<file path="src/hw/div_arith_pkg.sv">
package div_arith_pkg;

  //////////////////////////////////////////////////////////////////////
  // operand widths
  //////////////////////////////////////////////////////////////////////

  localparam int div_num_w = 16;             // numerator
  localparam int div_den_w = 8;              // divisor, quotient and remainder
  localparam int div_win_w = div_den_w + 1;  // window into one array row

  //////////////////////////////////////////////////////////////////////
  // array shape and pipeline
  //////////////////////////////////////////////////////////////////////

  // one row per quotient bit, row 7 sees the numerator msbs
  localparam int div_rows = div_num_w - div_den_w;

  // rows 7..4 form the upper block, rows 3..0 the lower block
  localparam int div_split_row = 3;          // highest row of lower block

  // input capture plus one register per block
  localparam int div_latency = 3;

endpackage

</file>
<file path="src/hw/div_cell_pkg.sv">
package div_cell_pkg;

  //////////////////////////////////////////////////////////////////////
  // subtract cell kinds
  //////////////////////////////////////////////////////////////////////

  // exact cell   diff = x ^ y ^ bin
  //              bout = (~x & y) | (~(x ^ y) & bin)
  // approx cell  diff = x | ~y
  //              bout = y | (~x & bin)
  typedef enum logic {
    cell_exact  = 1'b0,
    cell_approx = 1'b1
  } cell_kind_e;

  // low rows only weigh the lsbs of the quotient
  localparam int div_approx_rows = 6;  // rows 0..5

  //////////////////////////////////////////////////////////////////////
  // row to cell kind mapping
  //////////////////////////////////////////////////////////////////////

  function automatic cell_kind_e cell_kind_of_row(input int row);
    cell_kind_e kind;
    if (row < div_approx_rows) begin
      kind = cell_approx;
    end else begin
      kind = cell_exact;
    end
    return kind;
  endfunction

endpackage

</file>
<file path="src/hw/div_stage_if.sv">
`timescale 1ns/1ps

interface div_stage_if;
  import div_arith_pkg::*;

  logic                 valid;
  logic [div_win_w-1:0] win;       // window for the next row
  logic [div_den_w-1:0] num_rest;  // numerator bits not yet shifted in
  logic [div_den_w-1:0] divisor;
  logic [div_den_w-1:0] quot;      // quotient bits resolved so far

  modport src (
    output valid,
    output win,
    output num_rest,
    output divisor,
    output quot
  );

  modport dst (
    input valid,
    input win,
    input num_rest,
    input divisor,
    input quot
  );

endinterface

</file>
<file path="src/hw/approx_divider.sv">
`timescale 1ns/1ps

module approx_divider (
  input  logic                                clk,
  input  logic                                rst_n,
  input  logic                                in_valid,
  input  logic [div_arith_pkg::div_num_w-1:0] numerator,
  input  logic [div_arith_pkg::div_den_w-1:0] divisor,
  output logic                                out_valid,
  output logic [div_arith_pkg::div_den_w-1:0] quotient,
  output logic [div_arith_pkg::div_den_w-1:0] remainder
);
  import div_arith_pkg::*;

  localparam int rest_w = div_num_w - div_win_w;  // numerator bits below first window

  div_stage_if stage_in ();
  div_stage_if stage_mid ();
  div_stage_if stage_out ();

  //////////////////////////////////////////////////////////////////////
  // input capture
  //////////////////////////////////////////////////////////////////////

  always_ff @(posedge clk or negedge rst_n) begin
    if (!rst_n) begin
      stage_in.valid <= 1'b0;
    end else begin
      stage_in.valid <= in_valid;
    end
  end

  always_ff @(posedge clk) begin
    if (in_valid) begin
      stage_in.win      <= numerator[div_num_w-1 -: div_win_w];  // row 7 window
      stage_in.num_rest <= div_den_w'(numerator[rest_w-1:0]);
      stage_in.divisor  <= divisor;
      stage_in.quot     <= '0;
    end
  end

  //////////////////////////////////////////////////////////////////////
  // array blocks
  //////////////////////////////////////////////////////////////////////

  div_row_block #(
    .top_row    (div_rows - 1),
    .bottom_row (div_split_row + 1)
  ) u_upper (
    .clk   (clk),
    .rst_n (rst_n),
    .up    (stage_in.dst),
    .dn    (stage_mid.src)
  );

  div_row_block #(
    .top_row    (div_split_row),
    .bottom_row (0)
  ) u_lower (
    .clk   (clk),
    .rst_n (rst_n),
    .up    (stage_mid.dst),
    .dn    (stage_out.src)
  );

  assign out_valid = stage_out.valid;
  assign quotient  = stage_out.quot;
  assign remainder = stage_out.win[div_den_w-1:0];  // row 0 result

endmodule

</file>
<file path="src/hw/div_row.sv">
`timescale 1ns/1ps

module div_row #(
  parameter int row = 0
) (
  input  logic [div_arith_pkg::div_win_w-1:0] win,
  input  logic [div_arith_pkg::div_den_w-1:0] divisor,
  output logic [div_arith_pkg::div_den_w-1:0] rem_out,
  output logic                                q_bit
);
  import div_arith_pkg::*;
  import div_cell_pkg::*;

  localparam cell_kind_e kind = cell_kind_of_row(row);

  logic [div_den_w:0]   borrow;  // borrow[k] feeds cell k
  logic [div_den_w-1:0] diff;

  assign borrow[0] = 1'b0;

  //////////////////////////////////////////////////////////////////////
  // subtract cells, lsb first
  //////////////////////////////////////////////////////////////////////

  for (genvar k = 0; k < div_den_w; k++) begin : g_cell
    if (kind == cell_approx) begin : g_approx
      assign diff[k]     = win[k] | ~divisor[k];
      assign borrow[k+1] = divisor[k] | (~win[k] & borrow[k]);
    end else begin : g_exact
      assign diff[k]     = win[k] ^ divisor[k] ^ borrow[k];
      assign borrow[k+1] = (~win[k] & divisor[k]) |
                           (~(win[k] ^ divisor[k]) & borrow[k]);
    end
  end

  //////////////////////////////////////////////////////////////////////
  // quotient bit and restoring select
  //////////////////////////////////////////////////////////////////////

  // a set window msb means the window already exceeds the divisor
  assign q_bit = win[div_den_w] | ~borrow[div_den_w];

  always_comb begin
    if (q_bit) begin
      rem_out = diff;                  // subtraction kept
    end else begin
      rem_out = win[div_den_w-1:0];    // restore
    end
  end

endmodule

</file>
<file path="src/hw/div_row_block.sv">
`timescale 1ns/1ps

module div_row_block #(
  parameter int top_row    = 7,
  parameter int bottom_row = 4
) (
  input  logic  clk,
  input  logic  rst_n,
  div_stage_if.dst up,
  div_stage_if.src dn
);
  import div_arith_pkg::*;

  localparam int n_rows = top_row - bottom_row + 1;

  logic [div_win_w-1:0]  row_win [bottom_row:top_row];
  logic [div_den_w-1:0]  row_rem [bottom_row:top_row];
  logic [top_row:bottom_row] row_q;

  logic [div_win_w-1:0]  next_win;
  logic [div_den_w-1:0]  next_num_rest;
  logic [div_den_w-1:0]  next_quot;

  //////////////////////////////////////////////////////////////////////
  // row chain
  //////////////////////////////////////////////////////////////////////

  for (genvar i = 0; i < n_rows; i++) begin : g_row
    localparam int r = top_row - i;

    if (r == top_row) begin : g_first
      assign row_win[r] = up.win;  // window prepared by previous stage
    end else begin : g_next
      assign row_win[r] = {row_rem[r+1], up.num_rest[r]};
    end

    div_row #(
      .row(r)
    ) u_row (
      .win     (row_win[r]),
      .divisor (up.divisor),
      .rem_out (row_rem[r]),
      .q_bit   (row_q[r])
    );
  end

  // window for the row below this block, or the bare remainder at the end
  if (bottom_row == 0) begin : g_last
    assign next_win = {1'b0, row_rem[bottom_row]};
  end else begin : g_handoff
    assign next_win = {row_rem[bottom_row], up.num_rest[bottom_row-1]};
  end

  always_comb begin
    for (int b = 0; b < div_den_w; b++) begin
      next_num_rest[b] = (b < bottom_row - 1) ? up.num_rest[b] : 1'b0;  // drop used bits
    end
  end

  always_comb begin
    next_quot                     = up.quot;
    next_quot[top_row:bottom_row] = row_q;
  end

  //////////////////////////////////////////////////////////////////////
  // stage register
  //////////////////////////////////////////////////////////////////////

  always_ff @(posedge clk or negedge rst_n) begin
    if (!rst_n) begin
      dn.valid <= 1'b0;
    end else begin
      dn.valid <= up.valid;
    end
  end

  always_ff @(posedge clk) begin
    if (up.valid) begin  // hold data in idle cycles
      dn.win      <= next_win;
      dn.num_rest <= next_num_rest;
      dn.divisor  <= up.divisor;
      dn.quot     <= next_quot;
    end
  end

endmodule

</file>
<file path="config.mk">
export PLATFORM = sky130hd
export DESIGN_NAME = approx_divider
export DESIGN_NICKNAME = d
export VERILOG_FILES = /design/src/hw/div_arith_pkg.sv /design/src/hw/div_cell_pkg.sv /design/src/hw/div_stage_if.sv /design/src/hw/approx_divider.sv /design/src/hw/div_row.sv /design/src/hw/div_row_block.sv
export SDC_FILE = /design/constraint.sdc
export NUM_CORES = 1
export LEC_CHECK = 0
export BUFFER_PORTS_ARGS = -buffer_cell sky130_fd_sc_hd__buf_2
export CELL_PAD_IN_SITES_DETAIL_PLACEMENT = 1
export CELL_PAD_IN_SITES_GLOBAL_PLACEMENT = 1
export CORE_UTILIZATION = 48
export DETAILED_ROUTE_END_ITERATION = 10
export PLACE_DENSITY_LB_ADDON = 0.12
export SLEW_MARGIN = 10
export SYNTH_ARGS = -nofsm -noshare
export SYNTH_HDL_FRONTEND = slang
export SYNTH_HIERARCHICAL = 1
export SYNTH_SLANG_ARGS = --single-unit
</file>
<file path="constraint.sdc">
create_clock -name clk -period 9.99 [get_ports clk]
set_input_delay 1.4985 -clock clk [delete_from_list [all_inputs] [get_ports clk]]
set_output_delay 1.4985 -clock clk [all_outputs]
set_load 0.01 [all_outputs]
</file>
==> impl_metrics.json, run 1 <==
{
  "status": "finished, final reports clean",
  "clk_latency_ps": 330,
  "worstSetupPathType": "register to register",
  "p_total_mw": 1.007,
  "reg2reg_slack_ps": 540,
  "finalCritPeriodShare_pct": 94.56,
  "rows": 32,
  "end_kind": "register",
  "nets": 449,
  "arrival_ps": 9560,
  "p_comb_share_pct": 34.1,
  "worstPathRequired_ps": 10110,
  "drv_cap": 0,
  "area_delta_synth_final_pct": 13.20,
  "core_sq_um": 7888,
  "fp.dieH_um": 93.40,
  "die_area_sq_um": 8724,
  "switching_share_pct": 35.06,
  "first_iter_violations": 79,
  "ant_nets": 0,
  "grt_pass1_vias": 3167,
  "maxSlewHeadroom_pct": 31.30,
  "synth_area_sq_um": 4010,
  "hpwl_um": 6855,
  "drive_gt1_share_pct": 23.60,
  "stdcell_count": 513,
  "gp_congestion": 0.8935,
  "cts_buffers": 9,
  "cts_root_buf": "clkbuf_8",
  "power-per-cell-area_nw_per_um2": 221.9,
  "portBuffers": 43,
  "p_clk_share_pct": 26.9,
  "seqPwrFrac_pct": 39.1,
  "timing.fmax_ghz": 0.1059,
  "rr_worst_depth": 29,
  "drc_errors": 0,
  "finalCriticalPeriod_ps": 9446,
  "initial_core_util_pct": 50.84,
  "drt_wl_total_um": 9359,
  "num_antenna_cells": 0,
  "intPower_uw": 654.1,
  "critPathMostFrequentCell": "fa_1",
  "rr_endpoint": "u_upper/dn.win[3]",
  "hold_path_class": "register to register",
  "cts_sinks": 67,
  "avgRoutedWirePerCell_um": 18.24,
  "cellLeakagePower_nw": 1.663,
  "vias": 2970,
  "die_w_um": 93.40,
  "htreeDepth": 3,
  "final-hold-violation-count": 0,
  "grt_overflow": 0,
  "fin_skew_ps": 14.39,
  "ioPinCount": 44,
  "cp_slowest_cell": "o41ai_1",
  "antenna_found_initial": 0,
  "finalHoldWorstSlack_ps": 416.0,
  "min_path_cells": 0,
  "yosysWarnings": 6,
  "ir_drop_uv": 150.8,
  "slew_viol_final": 0,
  "switchingPower_uw": 353.2,
  "grt_pass1_wl_um": 15300,
  "clkTransAtPathRegs_ps": 80,
  "rsz0062_at_grt": "no",
  "r2r_start": "stage_in.divisor[0]",
  "syn_inst": 360,
  "critPathLaunchType": "register",
  "cts_setup_buffers": 0,
  "worstHoldStart": "stage_in.num_rest[3]",
  "setup_viol": 0,
  "path_max_fanout": 9,
  "synth_nets": 403,
  "fillers": 860,
  "grt_max_degree": 26,
  "grtUsageTotal_pct": 23.23,
  "drt_pre_antenna_iters": 4,
  "avgSynthCellArea_sq_um": 11.14,
  "dpl.cell_count": 497,
  "final_common_cell": "edfxtp_1",
  "cts_tree": "yes",
  "via_per_inst": 5.789,
  "final_cell_mix": "edfxtp_1, a21oi_1, nor2_1",
  "tightest_slew_ps": 1030,
  "min_to": "u_upper/dn.win[0]",
  "ctsHoldBuffers": 0,
  "clock_path_buffers": 2,
  "cp_slowest_stage_delay_ps": 570,
  "cts_resized": 0,
  "fin_setup_tns_ps": 0
}
-- power by group through the flow --
stage | logic, mW | registers [mW] | clock network [mW]
detailed placement | 0.338 | 0.400 | 0
floorplan | 0.263 | 0.390 | 0
global placement | 0.324 | 0.399 | 0
CTS | 0.342 | 0.394 | 0.279
finish | 0.343 | 0.393 | 0.271
global route | 0.387 | 0.398 | 0.287
-- state kept, by name (all words and copies together) (netlist names), 4 cells and up --
name	cells
u_upper/dn.win	9
u_lower/dn.win	8
stage_in.num_rest	7
u_upper/dn.quot	4
u_upper/dn.divisor	8
u_lower/dn.quot	8
stage_in.divisor	8
stage_in.win	9
-- per-stage QoR --
stage / area (sq um) / utilization, % / setup slack (ps)
3_3_place_gp: 4300 / 54.52 / 1040
3_5_place_dp: 4300 / 54.52 / 564.9
5_1_grt: 4539 / 57.55 / 70.52
4_1_cts: 4539 / 57.55 / 542.7
6_report: 4539 / 57.55 / 543.5
2_1_floorplan: 4010 / - / 1298
-- per-layer routing --
metal  global-route usage (%)  up-vias  wire (um)
met5                        0        -          0
met4                    10.13        0        229
met3                    4.065       17        204
met2                    43.26       53       5089
met1                    25.76     1462       3837
li1                         -     1438          -
-- worst max-delay path, delay by kind of cell, from the launching register on --
kind / cells / cell delay [ps]
flip-flops: 1 / 510
buffers and inverters: 4 / 410
adder cells (fa/ha/maj): 15 / 5750
multiplexers: 2 / 560
AO/OA/AOI/OAI: 4 / 1420
AND/OR/NAND/NOR: 4 / 600
-- layout make-up --
| class | instances | area [sq um] | share of cell area, % |
|---|---|---|---|
| tap | 102 | 127.6 | 2.811 |
| inverter | 23 | 86.33 | 1.902 |
| sequential | 67 | 1997 | 43.99 |
| timing repair buffer | 43 | 215.2 | 4.741 |
| clock buffer | 9 | 123.9 | 2.729 |
| multi-input combinational | 262 | 1874 | 41.29 |
| clock inverter | 7 | 115.1 | 2.536 |
-- worst max path at each step --
stage | start | end | slack [ps] | cells past startpoint
after detailed placement | stage_in.divisor[0] | u_upper/dn.win[3] | 560 | 29
after floorplan | stage_in.divisor[0] | u_upper/dn.win[2] | 1300 | 31
after global routing | stage_in.divisor[0] | u_upper/dn.win[3] | 70 | 29
after CTS | stage_in.divisor[0] | u_upper/dn.win[3] | 540 | 29
after global placement | stage_in.divisor[0] | u_upper/dn.win[3] | 1040 | 29
final | stage_in.divisor[0] | u_upper/dn.win[3] | 540 | 29
(Power assumes the default switching activity.)
==> inputs of run 2 (changes only) <==
--- a/config.mk
+++ b/config.mk
@@ -10,7 +10,7 @@
 export CELL_PAD_IN_SITES_GLOBAL_PLACEMENT = 1
 export CORE_UTILIZATION = 48
 export DETAILED_ROUTE_END_ITERATION = 10
-export PLACE_DENSITY_LB_ADDON = 0.12
+export PLACE_DENSITY_LB_ADDON = 0.1
 export SLEW_MARGIN = 10
 export SYNTH_ARGS = -nofsm -noshare
 export SYNTH_HDL_FRONTEND = slang
==> run 2 against run 1 <==
Net effect:
- clock skew up 1.4 ps
- combinational power up 7.3%
- total power up 0.30%
- critical path depth unchanged
- die area unchanged
- clock power down 8.1%
- register-to-register slack worse by 180 ps
- clock-buffer cell count up 1
- largest cell class unchanged
==> impl_metrics.json, run 2 (synthesis gave the netlist of run 1 again) <==
{
  "worstSetupPathType": "register to register",
  "critPathMostFrequentCell": "fa_1",
  "status": "finished, final reports clean",
  "rr_endpoint": "u_upper/dn.win[2]",
  "critical_path_buf_inv_count": 4,
  "initial_core_util_pct": 50.84,
  "worstHoldStart": "u_upper/dn.quot[5]",
  "critPathTopFamily": "adder cells",
  "grt_overflow": 0,
  "first_iter_violations": 85,
  "final-hold-violation-count": 0,
  "clkTransAtPathRegs_ps": 80,
  "finalCritPeriodShare_pct": 96.34,
  "drt_pre_antenna_iters": 4,
  "drt_wl_total_um": 9531,
  "min_path_cells": 0,
  "end_kind": "register",
  "grt_pass1_vias": 3180,
  "timing.fmax_ghz": 0.1039,
  "slew_viol_final": 0,
  "setup_viol": 0,
  "cp_slowest_cell": "edfxtp_1",
  "final_common_cell": "edfxtp_1",
  "cp_slowest_stage_delay_ps": 550,
  "core_sq_um": 7888,
  "final_cell_mix": "edfxtp_1, a21oi_1, nor2_1",
  "worstPathRequired_ps": 10080,
  "min_to": "u_lower/dn.quot[5]",
  "grtUsageTotal_pct": 23.63,
  "post-route-util_pct": 57.79,
  "dpl.cell_count": 497,
  "hold_path_class": "register to register",
  "finalHoldWorstSlack_ps": 425.1,
  "num_antenna_cells": 0,
  "via_per_inst": 5.852,
  "tightest_slew_ps": 955.0,
  "power-per-cell-area_nw_per_um2": 221.7,
  "ctsHoldBuffers": 0,
  "drv_cap": 0,
  "vias": 3002,
  "reg2reg_slack_ps": 370,
  "cts_tree": "yes",
  "htreeDepth": 3,
  "ioPinCount": 44,
  "clock_path_buffers": 2,
  "stdcell_count": 513,
  "reg_top3": "stage_in.win x9, u_upper/dn.win x9",
  "grt_max_degree": 26,
  "cellLeakagePower_nw": 1.664,
  "die_area_sq_um": 8724,
  "clk_latency_ps": 340,
  "ant_nets": 0,
  "cts_root_buf": "clkbuf_8",
  "finalCriticalPeriod_ps": 9624,
  "portBuffers": 43,
  "cts_sinks": 67,
  "avgRoutedWirePerCell_um": 18.58,
  "fillers": 882,
  "arrival_ps": 9720,
  "area_delta_synth_final_pct": 13.67,
  "drc_errors": 0,
  "maxSlewHeadroom_pct": 36.33,
  "p_total_mw": 1.010,
  "drive_gt1_share_pct": 24.33,
  "gp_congestion": 0.8458,
  "hpwl_um": 6912,
  "cts_buffers": 9,
  "antenna_found_initial": 0,
  "rr_worst_depth": 29,
  "rows": 32,
  "r2r_start": "stage_in.divisor[0]",
  "ir_drop_uv": 108.7,
  "grt_pass1_wl_um": 15640,
  "path_max_fanout": 9,
  "critPathLaunchType": "register",
  "fin_setup_tns_ps": 0,
  "nets": 449,
  "fin_skew_ps": 15.77,
  "die_w_um": 93.40,
  "fp.dieH_um": 93.40
}
==> run 2: changes by cell type in the layout (fill, tap and decap cells not counted), sizes merged <==
cell,delta
bufinv,-1
clkbuf,+1
==> run 2: timing repair <==
item | CTS | global route
setup endpoints to repair | 0 | 9
setup buffers | 0 | 0
resized for setup | 0 | 5
==> run 2: per-layer routing <==
layer | vias up | wire length (um) | global-route usage [%]
li1 | 1436 | - | -
met1 | 1490 | 3940 | 27.37
met2 | 61 | 5178 | 43.63
met3 | 15 | 240 | 3.821
met4 | 0 | 171 | 8.718
met5 | - | 0 | 0
==> run 2: worst max path at each step <==
stage | from | cells after the start | end
detailed placement | stage_in.divisor[0] | 29 | u_upper/dn.win[2]
CTS | stage_in.divisor[0] | 29 | u_upper/dn.win[2]
global placement | stage_in.divisor[0] | 29 | u_upper/dn.win[4]
finish | stage_in.divisor[0] | 29 | u_upper/dn.win[2]
floorplan | stage_in.divisor[0] | 31 | u_upper/dn.win[2]
global route | stage_in.divisor[0] | 29 | u_upper/dn.win[2]
==> run 2: cell type report <==
type	count	area, sq um	share of cell area, %
Multi-Input combinational cell	262	1916	42.03
Clock inverter	6	88.84	1.949
Sequential cell	67	1997	43.81
Timing Repair Buffer	43	215.2	4.721
Tap cell	102	127.6	2.800
Clock buffer	10	127.6	2.800
Inverter	23	86.33	1.894
==> run 2: metrics by stage <==
step / setup WS [ps] / instance area, sq um
final: 366.1 / 4558
after global routing: -61.47 / 4558
after CTS: 319.2 / 4517
after detailed placement: 438.4 / 4300
after global placement: 976.1 / 4300
after floorplan: 1298 / 4010
==> run 2: report_power, final <==
part | internal [mW] | total [mW] | switching, mW
clock network | 0.141 | 0.249 | 0.108
registers | 0.357 | 0.393 | 0.0364
logic | 0.139 | 0.368 | 0.229
total | 0.637 | 1.01 | 0.373
==> inputs of run 3 (changes only) <==
--- a/config.mk
+++ b/config.mk
@@ -8,9 +8,10 @@
 export BUFFER_PORTS_ARGS = -buffer_cell sky130_fd_sc_hd__buf_2
 export CELL_PAD_IN_SITES_DETAIL_PLACEMENT = 1
 export CELL_PAD_IN_SITES_GLOBAL_PLACEMENT = 1
-export CORE_UTILIZATION = 48
+export CORE_UTILIZATION = 44
 export DETAILED_ROUTE_END_ITERATION = 10
 export PLACE_DENSITY_LB_ADDON = 0.1
+export SETUP_SLACK_MARGIN = 0.5
 export SLEW_MARGIN = 10
 export SYNTH_ARGS = -nofsm -noshare
 export SYNTH_HDL_FRONTEND = slang
==> constraint.sdc (replaced) <==
create_clock -name clk -period 7.88 [get_ports clk]
set_input_delay 1.182 -clock clk [delete_from_list [all_inputs] [get_ports clk]]
set_output_delay 1.182 -clock clk [all_outputs]
set_load 0.01 [all_outputs]
==> run 3 against run 2 <==
Net effect:
- the flow now finishes with violations (setup timing)
- first-iteration DRC count rose by 47%
- critical path depth fell by 1
- via count rose by 6.9%
- setup slack got worse by 770 ps
- flip-flop and latch count did not move
- hold slack got worse by 10 ps
- sequential power rose by 26%
- global-route usage fell by 1.6 points
- fmax rose by 16%
- critical path type unchanged
- critical endpoint is now u_upper/dn.win[3]
- largest cell class is now multi-input gates
- highest routed layer unchanged
==> impl_metrics.json, run 3 (synthesis gave the netlist of run 1 again) <==
{
  "status": "finished with violations",
  "violations": "setup timing",
  "cellLeakagePower_nw": 1.838,
  "avgRoutedWirePerCell_um": 19.56,
  "critPathLaunchType": "register",
  "area_delta_synth_final_pct": 27.49,
  "grt_pass1_vias": 3277,
  "die_area_sq_um": 9499,
  "rows": 34,
  "grt_max_degree": 26,
  "clkTransAtPathRegs_ps": 80,
  "nets": 482,
  "rsz0062_at_grt": "yes",
  "cp_slowest_cell": "edfxtp_1",
  "tightest_slew_ps": 1008,
  "design_area_sq_um": 5112,
  "finalHoldWorstSlack_ps": 414.7,
  "setup_ws_ps": -403.4,
  "drt_pre_antenna_iters": 4,
  "drc_errors": 0,
  "ir_drop_uv": 148.5,
  "postPlaceCellArea_sq_um": 4636,
  "maxSlewHeadroom_pct": 32.79,
  "num_antenna_cells": 0,
  "final-hold-violation-count": 0,
  "grt_overflow": 0,
  "finalCriticalPeriod_ps": 8283,
  "path_max_fanout": 6,
  "clock_path_buffers": 2,
  "cts_sinks": 67,
  "core_sq_um": 8763,
  "grt_pass1_wl_um": 16380,
  "dpl.cell_count": 520,
  "grtUsageTotal_pct": 22.06,
  "gp_congestion": 0.8024,
  "die_w_um": 97.47,
  "finalCritPeriodShare_pct": 105.1,
  "fin_setup_tns_ps": -2864,
  "timing.fmax_ghz": 0.1207,
  "clk_latency_ps": 340,
  "ant_nets": 0,
  "drv_cap": 0,
  "cts_tree": "yes",
  "cp_slowest_stage_delay_ps": 400,
  "cts_buffers": 9,
  "reg_top3": "stage_in.win x9, u_upper/dn.win x9",
  "via_per_inst": 5.815,
  "critPathMostFrequentCell": "fa_2",
  "fin_skew_ps": 10.51,
  "first_iter_violations": 125,
  "arrival_ps": 8420,
  "final_common_cell": "edfxtp_1",
  "worstPathRequired_ps": 8020,
  "hpwl_um": 7201,
  "hold_path_class": "register to register",
  "vias": 3210,
  "slew_viol_final": 0,
  "drive_gt1_share_pct": 41.67,
  "power-per-cell-area_nw_per_um2": 302.2,
  "min_path_cells": 0,
  "drt_wl_total_um": 10800,
  "fp.dieH_um": 97.47,
  "cts_root_buf": "clkbuf_8",
  "ioPinCount": 44,
  "final_cell_mix": "edfxtp_1, nor2_1, a21oi_1",
  "antenna_found_initial": 0,
  "portBuffers": 43,
  "setup_viol": 9,
  "rr_worst_depth": 28,
  "initial_core_util_pct": 45.76,
  "worstSetupPathType": "register to register",
  "htreeDepth": 3,
  "end_kind": "register",
  "stdcell_count": 552
}
## run 3: timing repair
item                       in CTS  in global routing
pin swaps                       4                  6
hold buffers                    0                  0
gates resized for setup        16                 16
setup endpoints to repair       9                 10
setup buffers                   8                  8
## run 3: power breakdown
group / total, mW / switching, mW / internal (mW)
logic: 0.727 / 0.405 / 0.322
clock network: 0.324 / 0.137 / 0.187
registers: 0.494 / 0.0419 / 0.452
## run 3: through the flow
step                worst slack (ps)  utilization (%)  total power, mW
floorplan                     -120.2                -           0.9077
global placement              -153.7            52.90            1.035
detailed placement            -303.0            52.90            1.066
CTS                           -252.6            56.77            1.450
global route                  -645.1            58.34            1.627
finish                        -403.4            58.34            1.545
## run 3: metal layers
layer | global-route usage [%] | part of all wire (%)
met5 | 0 | 0
met4 | 6.561 | 2.0
met3 | 4.029 | 2.5
met2 | 41.58 | 55
met1 | 25.14 | 40
## run 3: critical path: cells and delay by family (launching register included)
kind	cells	cell delay, ps
simple gates	6	770
flops	1	400
fa+ha+maj	15	5180
buf+inv	1	100
compound gates	4	1180
mux	2	440
## run 3: layout make-up
class | instances | area [sq um]
Tap cell | 108 | 135.1
Timing Repair Buffer | 76 | 466.7
Clock inverter | 6 | 88.84
Inverter | 23 | 93.84
Fill cell | 940 | 3651
Clock buffer | 10 | 137.6
Multi-Input combinational cell | 262 | 2193
Sequential cell | 67 | 1997
## run 3: final timing paths
| path | from | endpoint | slack, ps |
|---|---|---|---|
| max in group asynchronous | rst_n | stage_in.valid | 7140 |
| worst max register to register | stage_in.divisor[0] | u_upper/dn.win[3] | -400 |
| worst min-delay path | stage_in.num_rest[3] | u_upper/dn.win[0] | 410 |
| worst min register to register | stage_in.num_rest[3] | u_upper/dn.win[0] | 410 |
| worst max-delay path | stage_in.divisor[0] | u_upper/dn.win[3] | -400 |
| min in group asynchronous | rst_n | u_lower/dn.valid | 620 |
